--- config.mk ---
export PLATFORM = sky130hd
export DESIGN_NAME = rs_top
export DESIGN_NICKNAME = d
export VERILOG_FILES = /design/src/rtl/rename_pkg.sv /design/src/rtl/instr_pkg.sv /design/src/rtl/rs_top.sv /design/src/rtl/rs_issue_select.sv /design/src/rtl/rs_alloc.sv /design/src/rtl/rs_entry.sv /design/src/rtl/rs_reg_trk.sv
export SDC_FILE = /design/constraint.sdc
export NUM_CORES = 1
export LEC_CHECK = 0
export ABC_AREA = 1
export BUFFER_PORTS_ARGS = -buffer_cell sky130_fd_sc_hd__clkbuf_2
export CORE_UTILIZATION = 55
export DETAILED_ROUTE_END_ITERATION = 12
export GPL_TIMING_DRIVEN = 0
export PLACE_DENSITY = 0.73
export SLEW_MARGIN = 40
export SYNTH_ARGS = -nofsm -noshare
export SYNTH_HDL_FRONTEND = slang
export SYNTH_SLANG_ARGS = --single-unit
--- constraint.sdc ---
create_clock -name clk -period 9 [get_ports clk]
set_input_delay 0.45 -clock clk [delete_from_list [all_inputs] [get_ports clk]]
set_output_delay 0.45 -clock clk [all_outputs]
set_load 0.01 [all_outputs]
--- src/rtl/rename_pkg.sv ---
package rename_pkg;

    // Physical register file index
    localparam int PREG_W = 6;

    // Reorder buffer id
    localparam int ROB_ID_W = 5;

    typedef logic [PREG_W-1:0] t_preg;

    typedef logic [ROB_ID_W-1:0] t_rob_id;

    // Reservation station entry state
    // VALID means the entry holds a micro-op that has not issued yet
    typedef enum logic {
        IDLE  = 1'b0,
        VALID = 1'b1
    } t_rs_ent_state;

endpackage

--- src/rtl/instr_pkg.sv ---
package instr_pkg;

    // Width of the immediate carried with every micro-op
    localparam int IMM_W = 32;

    // Integer ALU opcodes
    // The station only stores and forwards these, decoding happens in the
    // execution unit after issue
    typedef enum logic [2:0] {
        OP_ADD = 3'd0,
        OP_SUB = 3'd1,
        OP_AND = 3'd2,
        OP_OR  = 3'd3,
        OP_XOR = 3'd4,
        OP_SLL = 3'd5,
        OP_SRL = 3'd6
    } t_opcode;

endpackage
--- src/rtl/rs_top.sv ---
module rs_top #(
    parameter int NUM_ENTRIES = 8,
    parameter int NUM_WRITES  = 2
) (
    input  logic                          clk,
    input  logic                          reset,
    input  logic                          flush,

    // Dispatch
    input  logic                          disp_valid,
    output logic                          disp_ready,
    input  instr_pkg::t_opcode            disp_opcode,
    input  rename_pkg::t_rob_id           disp_robid,
    input  rename_pkg::t_preg             disp_pdst,
    input  rename_pkg::t_preg             disp_psrc1,
    input  logic                          disp_psrc1_pend,
    input  rename_pkg::t_preg             disp_psrc2,
    input  logic                          disp_psrc2_pend,
    input  logic [instr_pkg::IMM_W-1:0]   disp_imm,

    // Writeback broadcast
    input  logic [NUM_WRITES-1:0]         wb_en,
    input  rename_pkg::t_preg             wb_preg [NUM_WRITES-1:0],

    // Issue
    output logic                          iss_valid,
    input  logic                          iss_ready,
    output instr_pkg::t_opcode            iss_opcode,
    output rename_pkg::t_rob_id           iss_robid,
    output rename_pkg::t_preg             iss_pdst,
    output rename_pkg::t_preg             iss_psrc1,
    output rename_pkg::t_preg             iss_psrc2,
    output logic [instr_pkg::IMM_W-1:0]   iss_imm
);

    localparam int IDX_W = $clog2(NUM_ENTRIES);

    logic [NUM_ENTRIES-1:0]        ent_valid;
    logic [NUM_ENTRIES-1:0]        ent_req;
    logic [NUM_ENTRIES-1:0]        alloc_vec;
    logic [NUM_ENTRIES-1:0]        gnt;
    logic [IDX_W-1:0]              sel_idx;

    instr_pkg::t_opcode            ent_opcode [NUM_ENTRIES];
    rename_pkg::t_rob_id           ent_robid  [NUM_ENTRIES];
    rename_pkg::t_preg             ent_pdst   [NUM_ENTRIES];
    rename_pkg::t_preg             ent_psrc1  [NUM_ENTRIES];
    rename_pkg::t_preg             ent_psrc2  [NUM_ENTRIES];
    logic [instr_pkg::IMM_W-1:0]   ent_imm    [NUM_ENTRIES];

    rs_alloc #(
        .NUM_ENTRIES (NUM_ENTRIES)
    ) u_alloc (
        .clk        (clk),
        .reset      (reset),
        .flush      (flush),
        .disp_valid (disp_valid),
        .ent_valid  (ent_valid),
        .disp_ready (disp_ready),
        .alloc_vec  (alloc_vec)
    );

    for (genvar e = 0; e < NUM_ENTRIES; e++) begin : g_ent
        rs_entry #(
            .NUM_WRITES (NUM_WRITES)
        ) u_entry (
            .clk             (clk),
            .reset           (reset),
            .flush           (flush),
            .alloc           (alloc_vec[e]),
            .gnt             (gnt[e]),
            .disp_opcode     (disp_opcode),
            .disp_robid      (disp_robid),
            .disp_pdst       (disp_pdst),
            .disp_psrc1      (disp_psrc1),
            .disp_psrc1_pend (disp_psrc1_pend),
            .disp_psrc2      (disp_psrc2),
            .disp_psrc2_pend (disp_psrc2_pend),
            .disp_imm        (disp_imm),
            .wb_en           (wb_en),
            .wb_preg         (wb_preg),
            .valid           (ent_valid[e]),
            .req             (ent_req[e]),
            .opcode          (ent_opcode[e]),
            .robid           (ent_robid[e]),
            .pdst            (ent_pdst[e]),
            .psrc1           (ent_psrc1[e]),
            .psrc2           (ent_psrc2[e]),
            .imm             (ent_imm[e])
        );
    end

    rs_issue_select #(
        .NUM_ENTRIES (NUM_ENTRIES)
    ) u_select (
        .clk       (clk),
        .reset     (reset),
        .flush     (flush),
        .alloc_vec (alloc_vec),
        .req       (ent_req),
        .iss_ready (iss_ready),
        .iss_valid (iss_valid),
        .gnt       (gnt),
        .sel_idx   (sel_idx)
    );

    // Payload of the oldest ready entry
    assign iss_opcode = ent_opcode[sel_idx];
    assign iss_robid  = ent_robid[sel_idx];
    assign iss_pdst   = ent_pdst[sel_idx];
    assign iss_psrc1  = ent_psrc1[sel_idx];
    assign iss_psrc2  = ent_psrc2[sel_idx];
    assign iss_imm    = ent_imm[sel_idx];

endmodule

--- src/rtl/rs_issue_select.sv ---
module rs_issue_select #(
    parameter int NUM_ENTRIES = 8
) (
    input  logic                           clk,
    input  logic                           reset,
    input  logic                           flush,
    input  logic [NUM_ENTRIES-1:0]         alloc_vec,
    input  logic [NUM_ENTRIES-1:0]         req,
    input  logic                           iss_ready,
    output logic                           iss_valid,
    output logic [NUM_ENTRIES-1:0]         gnt,
    output logic [$clog2(NUM_ENTRIES)-1:0] sel_idx
);

    localparam int IDX_W = $clog2(NUM_ENTRIES);

    // older[i][j] set means entry j was allocated before entry i
    logic [NUM_ENTRIES-1:0] older [NUM_ENTRIES];
    logic [NUM_ENTRIES-1:0] sel_oh;
    logic                   iss_ok;

    // New entry is younger than everything present
    // Its column is cleared so no other row sees it as older
    always_ff @(posedge clk) begin
        if (reset) begin
            for (int i = 0; i < NUM_ENTRIES; i++) begin
                older[i] <= '0;
            end
        end else begin
            for (int i = 0; i < NUM_ENTRIES; i++) begin
                if (alloc_vec[i]) begin
                    older[i] <= ~(NUM_ENTRIES'(1) << i);
                end else begin
                    older[i] <= older[i] & ~alloc_vec;
                end
            end
        end
    end

    // A requester wins when no older entry is also requesting
    always_comb begin
        sel_oh = '0;
        for (int i = 0; i < NUM_ENTRIES; i++) begin
            sel_oh[i] = req[i] & ~(|(older[i] & req));
        end
    end

    // Index for the payload mux in the top level
    always_comb begin
        sel_idx = '0;
        for (int i = 0; i < NUM_ENTRIES; i++) begin
            if (sel_oh[i]) begin
                sel_idx = IDX_W'(i);
            end
        end
    end

    // No issue while the ROB nukes the window
    assign iss_valid = (|req) & ~flush;
    assign iss_ok    = iss_ready & ~flush;
    assign gnt       = sel_oh & {NUM_ENTRIES{iss_ok}};

endmodule

--- src/rtl/rs_alloc.sv ---
module rs_alloc #(
    parameter int NUM_ENTRIES = 8
) (
    input  logic                   clk,
    input  logic                   reset,
    input  logic                   flush,
    input  logic                   disp_valid,
    input  logic [NUM_ENTRIES-1:0] ent_valid,
    output logic                   disp_ready,
    output logic [NUM_ENTRIES-1:0] alloc_vec
);

    localparam int CNT_W = $clog2(NUM_ENTRIES + 1);

    logic [NUM_ENTRIES-1:0] free_oh;
    logic [NUM_ENTRIES-1:0] valid_q;
    logic [NUM_ENTRIES-1:0] freed;
    logic [CNT_W-1:0]       cnt_q;
    logic [CNT_W-1:0]       freed_cnt;
    logic [CNT_W-1:0]       occ;
    logic                   accept;

    // Lowest-index idle entry, one-hot
    always_comb begin
        free_oh = '0;
        for (int i = NUM_ENTRIES - 1; i >= 0; i--) begin
            if (!ent_valid[i]) begin
                free_oh    = '0;
                free_oh[i] = 1'b1;
            end
        end
    end

    // Entries that left at the last edge, by grant or flush
    assign freed = valid_q & ~ent_valid;

    always_comb begin
        freed_cnt = '0;
        for (int i = 0; i < NUM_ENTRIES; i++) begin
            freed_cnt = freed_cnt + CNT_W'(freed[i]);
        end
    end

    // Counter carries allocations forward, departures are taken off a cycle late
    assign occ        = cnt_q - freed_cnt;
    assign disp_ready = ~flush & (occ != CNT_W'(NUM_ENTRIES));
    assign accept     = disp_valid & disp_ready;
    assign alloc_vec  = accept ? free_oh : '0;

    always_ff @(posedge clk) begin
        if (reset) begin
            cnt_q   <= '0;
            valid_q <= '0;
        end else begin
            cnt_q   <= occ + CNT_W'(accept);
            valid_q <= ent_valid;
        end
    end

endmodule

--- src/rtl/rs_entry.sv ---
module rs_entry #(
    parameter int NUM_WRITES = 2
) (
    input  logic                          clk,
    input  logic                          reset,
    input  logic                          flush,

    input  logic                          alloc,
    input  logic                          gnt,

    input  instr_pkg::t_opcode            disp_opcode,
    input  rename_pkg::t_rob_id           disp_robid,
    input  rename_pkg::t_preg             disp_pdst,
    input  rename_pkg::t_preg             disp_psrc1,
    input  logic                          disp_psrc1_pend,
    input  rename_pkg::t_preg             disp_psrc2,
    input  logic                          disp_psrc2_pend,
    input  logic [instr_pkg::IMM_W-1:0]   disp_imm,

    input  logic [NUM_WRITES-1:0]         wb_en,
    input  rename_pkg::t_preg             wb_preg [NUM_WRITES-1:0],

    output logic                          valid,
    output logic                          req,

    output instr_pkg::t_opcode            opcode,
    output rename_pkg::t_rob_id           robid,
    output rename_pkg::t_preg             pdst,
    output rename_pkg::t_preg             psrc1,
    output rename_pkg::t_preg             psrc2,
    output logic [instr_pkg::IMM_W-1:0]   imm
);

    localparam int NUM_SRCS = 2;

    rename_pkg::t_rs_ent_state state;
    rename_pkg::t_rs_ent_state state_nxt;

    logic                  dealloc;
    rename_pkg::t_preg     src_psrc  [NUM_SRCS];
    logic [NUM_SRCS-1:0]   src_pend;
    logic [NUM_SRCS-1:0]   src_ready;

    // Leaves on issue grant or on a ROB nuke
    assign dealloc = gnt | flush;

    always_comb begin
        state_nxt = state;
        case (state)
            rename_pkg::IDLE:  if (alloc && !flush) state_nxt = rename_pkg::VALID;
            rename_pkg::VALID: if (dealloc) state_nxt = rename_pkg::IDLE;
            default:           state_nxt = rename_pkg::IDLE;
        endcase
    end

    always_ff @(posedge clk) begin
        if (reset) begin
            state <= rename_pkg::IDLE;
        end else begin
            state <= state_nxt;
        end
    end

    assign valid = (state == rename_pkg::VALID);

    // Micro-op fields, loaded once at allocation
    always_ff @(posedge clk) begin
        if (alloc) begin
            opcode <= disp_opcode;
            robid  <= disp_robid;
            pdst   <= disp_pdst;
            psrc1  <= disp_psrc1;
            psrc2  <= disp_psrc2;
            imm    <= disp_imm;
        end
    end

    // Source operand trackers
    assign src_psrc[0] = disp_psrc1;
    assign src_psrc[1] = disp_psrc2;
    assign src_pend    = {disp_psrc2_pend, disp_psrc1_pend};

    for (genvar s = 0; s < NUM_SRCS; s++) begin : g_src_trk
        rs_reg_trk #(
            .NUM_WRITES (NUM_WRITES)
        ) u_reg_trk (
            .clk        (clk),
            .reset      (reset),
            .alloc      (alloc),
            .dealloc    (dealloc),
            .alloc_psrc (src_psrc[s]),
            .alloc_pend (src_pend[s]),
            .wb_en      (wb_en),
            .wb_preg    (wb_preg),
            .ready      (src_ready[s])
        );
    end

    assign req = valid & (&src_ready);

endmodule

--- src/rtl/rs_reg_trk.sv ---
module rs_reg_trk #(
    parameter int NUM_WRITES = 2
) (
    input  logic              clk,
    input  logic              reset,
    input  logic              alloc,
    input  logic              dealloc,
    input  rename_pkg::t_preg alloc_psrc,
    input  logic              alloc_pend,
    input  logic [NUM_WRITES-1:0] wb_en,
    input  rename_pkg::t_preg wb_preg [NUM_WRITES-1:0],
    output logic              ready
);

    rename_pkg::t_preg psrc;
    logic              pend;
    logic              alloc_hit;
    logic              trk_hit;

    // Compare every writeback port against both the incoming source and
    // the one already held
    always_comb begin
        alloc_hit = 1'b0;
        trk_hit   = 1'b0;
        for (int i = 0; i < NUM_WRITES; i++) begin
            if (wb_en[i] && wb_preg[i] == alloc_psrc) begin
                alloc_hit = 1'b1;
            end
            if (wb_en[i] && wb_preg[i] == psrc) begin
                trk_hit = 1'b1;
            end
        end
    end

    // Pending bit, a same-cycle writeback wins over dispatch
    always_ff @(posedge clk) begin
        if (reset) begin
            pend <= 1'b0;
        end else if (alloc) begin
            pend <= alloc_pend & ~alloc_hit;
        end else if (dealloc || trk_hit) begin
            pend <= 1'b0;
        end
    end

    always_ff @(posedge clk) begin
        if (alloc) begin
            psrc <= alloc_psrc;
        end
    end

    assign ready = ~pend;

endmodule

==> summary.md <==
* total of hold buffers inserted after clock tree synthesis: 0
* top flip-flop cell by instance count after synthesis: sky130_fd_sc_hd__edfxtp_1
* Post-Layout Cell Count: 4010
* Yosys top cell area share: 56.8%
* distinct cell type count after synthesis: 46
* DP Worst Slack: 2.76 ns
* ordered cell list for the critical path: nor2_1 > fa_1 > inv_1 > fa_1 > fa_1 > inv_1 > fa_1 > fa_1 > inv_1 > fa_1 > xor2_1 > nor3_1 > nand2_1 > nand2_1 > inv_1 > nand2_1 > inv_1 > nand3_1 > inv_6 > buf_16 > nand2_1 > o21ai_0
* layout cell share with drive strength beyond 1: 11.2%
* clock latency on the worst-skew pair: 0.65 ns
* floorplan die height: 227 µm
* ports placed on the boundary: 139
* final count of hold timing violations: 0
* P&R area growth vs syn: 14.8%
* Post-Place Cell Area: 30100 µm²
* portion of the clock cycle consumed by the worst path in the final layout: 71.2%
* critical path fanouts, max: 41
* number of maximum-capacitance constraint violations: 0
* transition time at the pin with the least slew margin: 0.981 ns
* Setup CP Type: reg -> reg
* width of the die: 227 µm
* data required time at the worst endpoint: 9.46 ns
* WL final: 97.6 mm
* Slew Limit Headroom: 34.6%
* level count of the clock H-tree: 2
* routed via count: 23600
* crit path capture type: register
* count of TritonRoute iterations in the first routing pass: 7
* Leakage: 14.2 nW
* total number of nets in the final design: 3382
* gr ovfl total: 0
* Cell Pwr Density: 185 nW/µm²
* Pins Over Slew Limit: 0
* antenna violations before repair: 2
* via density per instance: 5.89
* result of the run: finished clean
* std cell rows: 82
* Synth area leader: sky130_fd_sc_hd__edfxtp_1
* global routing usage summed across all routing layers: 38.0%
* number of global-route vias before repair: 22500
* post-layout utilization of the core: 64.0%
* Cell Count Post-Placement: 3895
* worst min-delay path category: in -> reg
* PostCTS Resize Cnt: 0
* initial core utilization: 55.8%
* synthesis-stage register bit count: 564
* pin count of the biggest net entering global routing: 48
* count of routing violations after the opening detailed-route iteration: 3171
* setup ws final: 2.59 ns
* Crit path arrival time: 6.87 ns
* share of synthesized flip-flops with an asynchronous set or reset: 0%
* CTS tree: built
* most frequent cell on the critical path: sky130_fd_sc_hd__fa_1
* Syn Area/Cell: 9.28 µm²
* Seq/Total Area, Yosys: 59.4%
* number of instances in the synthesized netlist: 3009
* average wire per standard cell: 24.3 µm
* maximum buffer depth of the clock tree: 3
* Post-synth EDFFs: 528
* top cells by area in the synthesized netlist: sky130_fd_sc_hd__edfxtp_1 57%, sky130_fd_sc_hd__nand2_1 9.4%, sky130_fd_sc_hd__nand3_1 9.0%
* maximum resistive drop on vdd: 0.000208 V
* highest clock rate: 0.156 GHz
* antenna-violating nets left: 0
* Yosys warning total: 0
* Period minus WS final: 6.41 ns
* Clock Skews: 0.0279 ns
* clock slew at reported path FFs: 0.06 ns
* number of buffers inserted to repair setup after CTS: 0
* detailed-route DRC error count: 0
* wire length of the first global-routing pass: 141 mm
* launching element type of the critical path: register
* netlist area before placement: 27900 µm²
* number of port buffers: 131
* slowest stage cell, crit path: sky130_fd_sc_hd__fa_1
* placer congestion estimate: 1.02
* total setup violations reported at the end of the flow: 0
* area of the core region: 50100 µm²
* Power, Total: 0.00592 W
* total die area: 51700 µm²
* post-detail-place hpwl: 65.8 mm
* Sink Count: 564
* RSZ-0062 raised after global routing: no
* post-route design area: 32100 µm²
* clock tree root driver cell: sky130_fd_sc_hd__clkbuf_16
* Critical Path Max Stage Delay: 0.57 ns
* Num CTS Buffers: 60
final cells by class:
type                       instances  area (µm²)
clock inverter                    39         369
timing repair buffer             152        1050
clock buffer                      74        1550
antenna                            1        2.50
buffer                           159         831
fill                            4127       18000
tap                              672         841
inverter                         595        2260
multi-input combinational       1754        8560
sequential                       564       16600
worst max-delay path: cells and delay by family (launching register included):
| kind | cells | cell delay [ns] |
|---|---|---|
| buffers and inverters | 7 | 1.25 |
| adder cells (fa/ha/maj) | 6 | 2.64 |
| AND/OR/NAND/NOR | 7 | 1.33 |
| XOR/XNOR | 1 | 0.32 |
| AO/OA/AOI/OAI | 1 | 0.23 |
| flip-flops | 1 | 0.45 |
layout by cell type, fill, tap and decap left out, types with 43 or more instances in the layout:
master	count
sky130_fd_sc_hd__nor2_1	71
sky130_fd_sc_hd__nand3_1	504
sky130_fd_sc_hd__conb_1	64
sky130_fd_sc_hd__nand2_1	702
sky130_fd_sc_hd__clkbuf_2	150
sky130_fd_sc_hd__buf_2	66
sky130_fd_sc_hd__clkbuf_1	54
sky130_fd_sc_hd__a21oi_1	43
sky130_fd_sc_hd__o21ai_0	84
sky130_fd_sc_hd__edfxtp_1	528
sky130_fd_sc_hd__o22ai_1	82
sky130_fd_sc_hd__inv_1	582
sky130_fd_sc_hd__clkbuf_16	60
power by group:
part | switching [W] | internal (W) | total [W]
Sequential | 0.0000218 | 0.00293 | 0.00295
Combinational | 0.000361 | 0.000154 | 0.000516
Clock | 0.00107 | 0.00137 | 0.00245
Total | 0.00146 | 0.00446 | 0.00592
metal layers:
| metal | global-route usage (%) | routed length, µm | vias up |
|---|---|---|---|
| li1 | - | - | 10500 |
| met1 | 51.5 | 38100 | 11200 |
| met2 | 58.2 | 43600 | 1571 |
| met3 | 7.67 | 10900 | 291 |
| met4 | 19.1 | 5040 | 2 |
| met5 | 0 | 17 | - |
cell usage after synthesis, types with 23 or more instances:
cell type and count:
sky130_fd_sc_hd__a21oi_1 43, sky130_fd_sc_hd__a221oi_1 23, sky130_fd_sc_hd__buf_2 64, sky130_fd_sc_hd__clkbuf_1 57
sky130_fd_sc_hd__dfxtp_1 36, sky130_fd_sc_hd__edfxtp_1 528, sky130_fd_sc_hd__inv_1 587, sky130_fd_sc_hd__nand2_1 702
sky130_fd_sc_hd__nand3_1 504, sky130_fd_sc_hd__nor2_1 73, sky130_fd_sc_hd__o21ai_0 84, sky130_fd_sc_hd__o22ai_1 82
sky130_fd_sc_hd__xnor2_1 24
registers in the layout, indices dropped and copies added, names as in the netlist:
name	cells
g_ent.u_entry.imm	256
u_select.older	64
g_ent.u_entry.pdst	48
g_ent.u_entry.robid	40
g_ent.u_entry.psrc1	36
g_ent.u_entry.psrc2	36
g_ent.u_entry.opcode	24
g_ent.u_entry.g_src_trk.u_reg_trk.psrc	24
g_ent.u_entry.g_src_trk.u_reg_trk.pend	16
g_ent.u_entry.valid	8
u_alloc.valid_q	8
u_alloc.cnt_q	4
stage by stage:
stage	TNS, ns	hold WS, ns
after floorplan	0	0.459
after global placement	-111.93	0.473
after detailed placement	0	0.481
after CTS	0	0.0507
after global routing	0	0.0734
final	0	0.0790
final timing paths:
check,from,to,slack [ns],cells past startpoint
worst max-delay path,g_ent[6].u_entry.valid$_SDFF_PP0_,u_select.older[0][32]$_SDFFCE_PN0P_,2.59,22
worst min-delay path,disp_imm[22],g_ent[1].u_entry.imm[22]$_DFFE_PP_,0.08,1
worst max register to register,g_ent[6].u_entry.valid$_SDFF_PP0_,u_select.older[0][32]$_SDFFCE_PN0P_,2.59,22
worst min register to register,g_ent[5].u_entry.g_src_trk[0].u_reg_trk.pend$_SDFFE_PP0P_,g_ent[5].u_entry.g_src_trk[0].u_reg_trk.pend$_SDFFE_PP0P_,0.51,2
cell families after synthesis:
| kind of cell | count (synthesis) | synth area share (%) |
|---|---|---|
| flops | 564 | 59.4 |
| other cells | 1 | 0.0134 |
| xor+xnor | 32 | 1.00 |
| fa+ha+maj | 17 | 1.00 |
| buf+inv | 754 | 10.9 |
| simple gates | 1338 | 20.8 |
| compound gates | 303 | 6.88 |
Power figures use the tool's default switching activity.
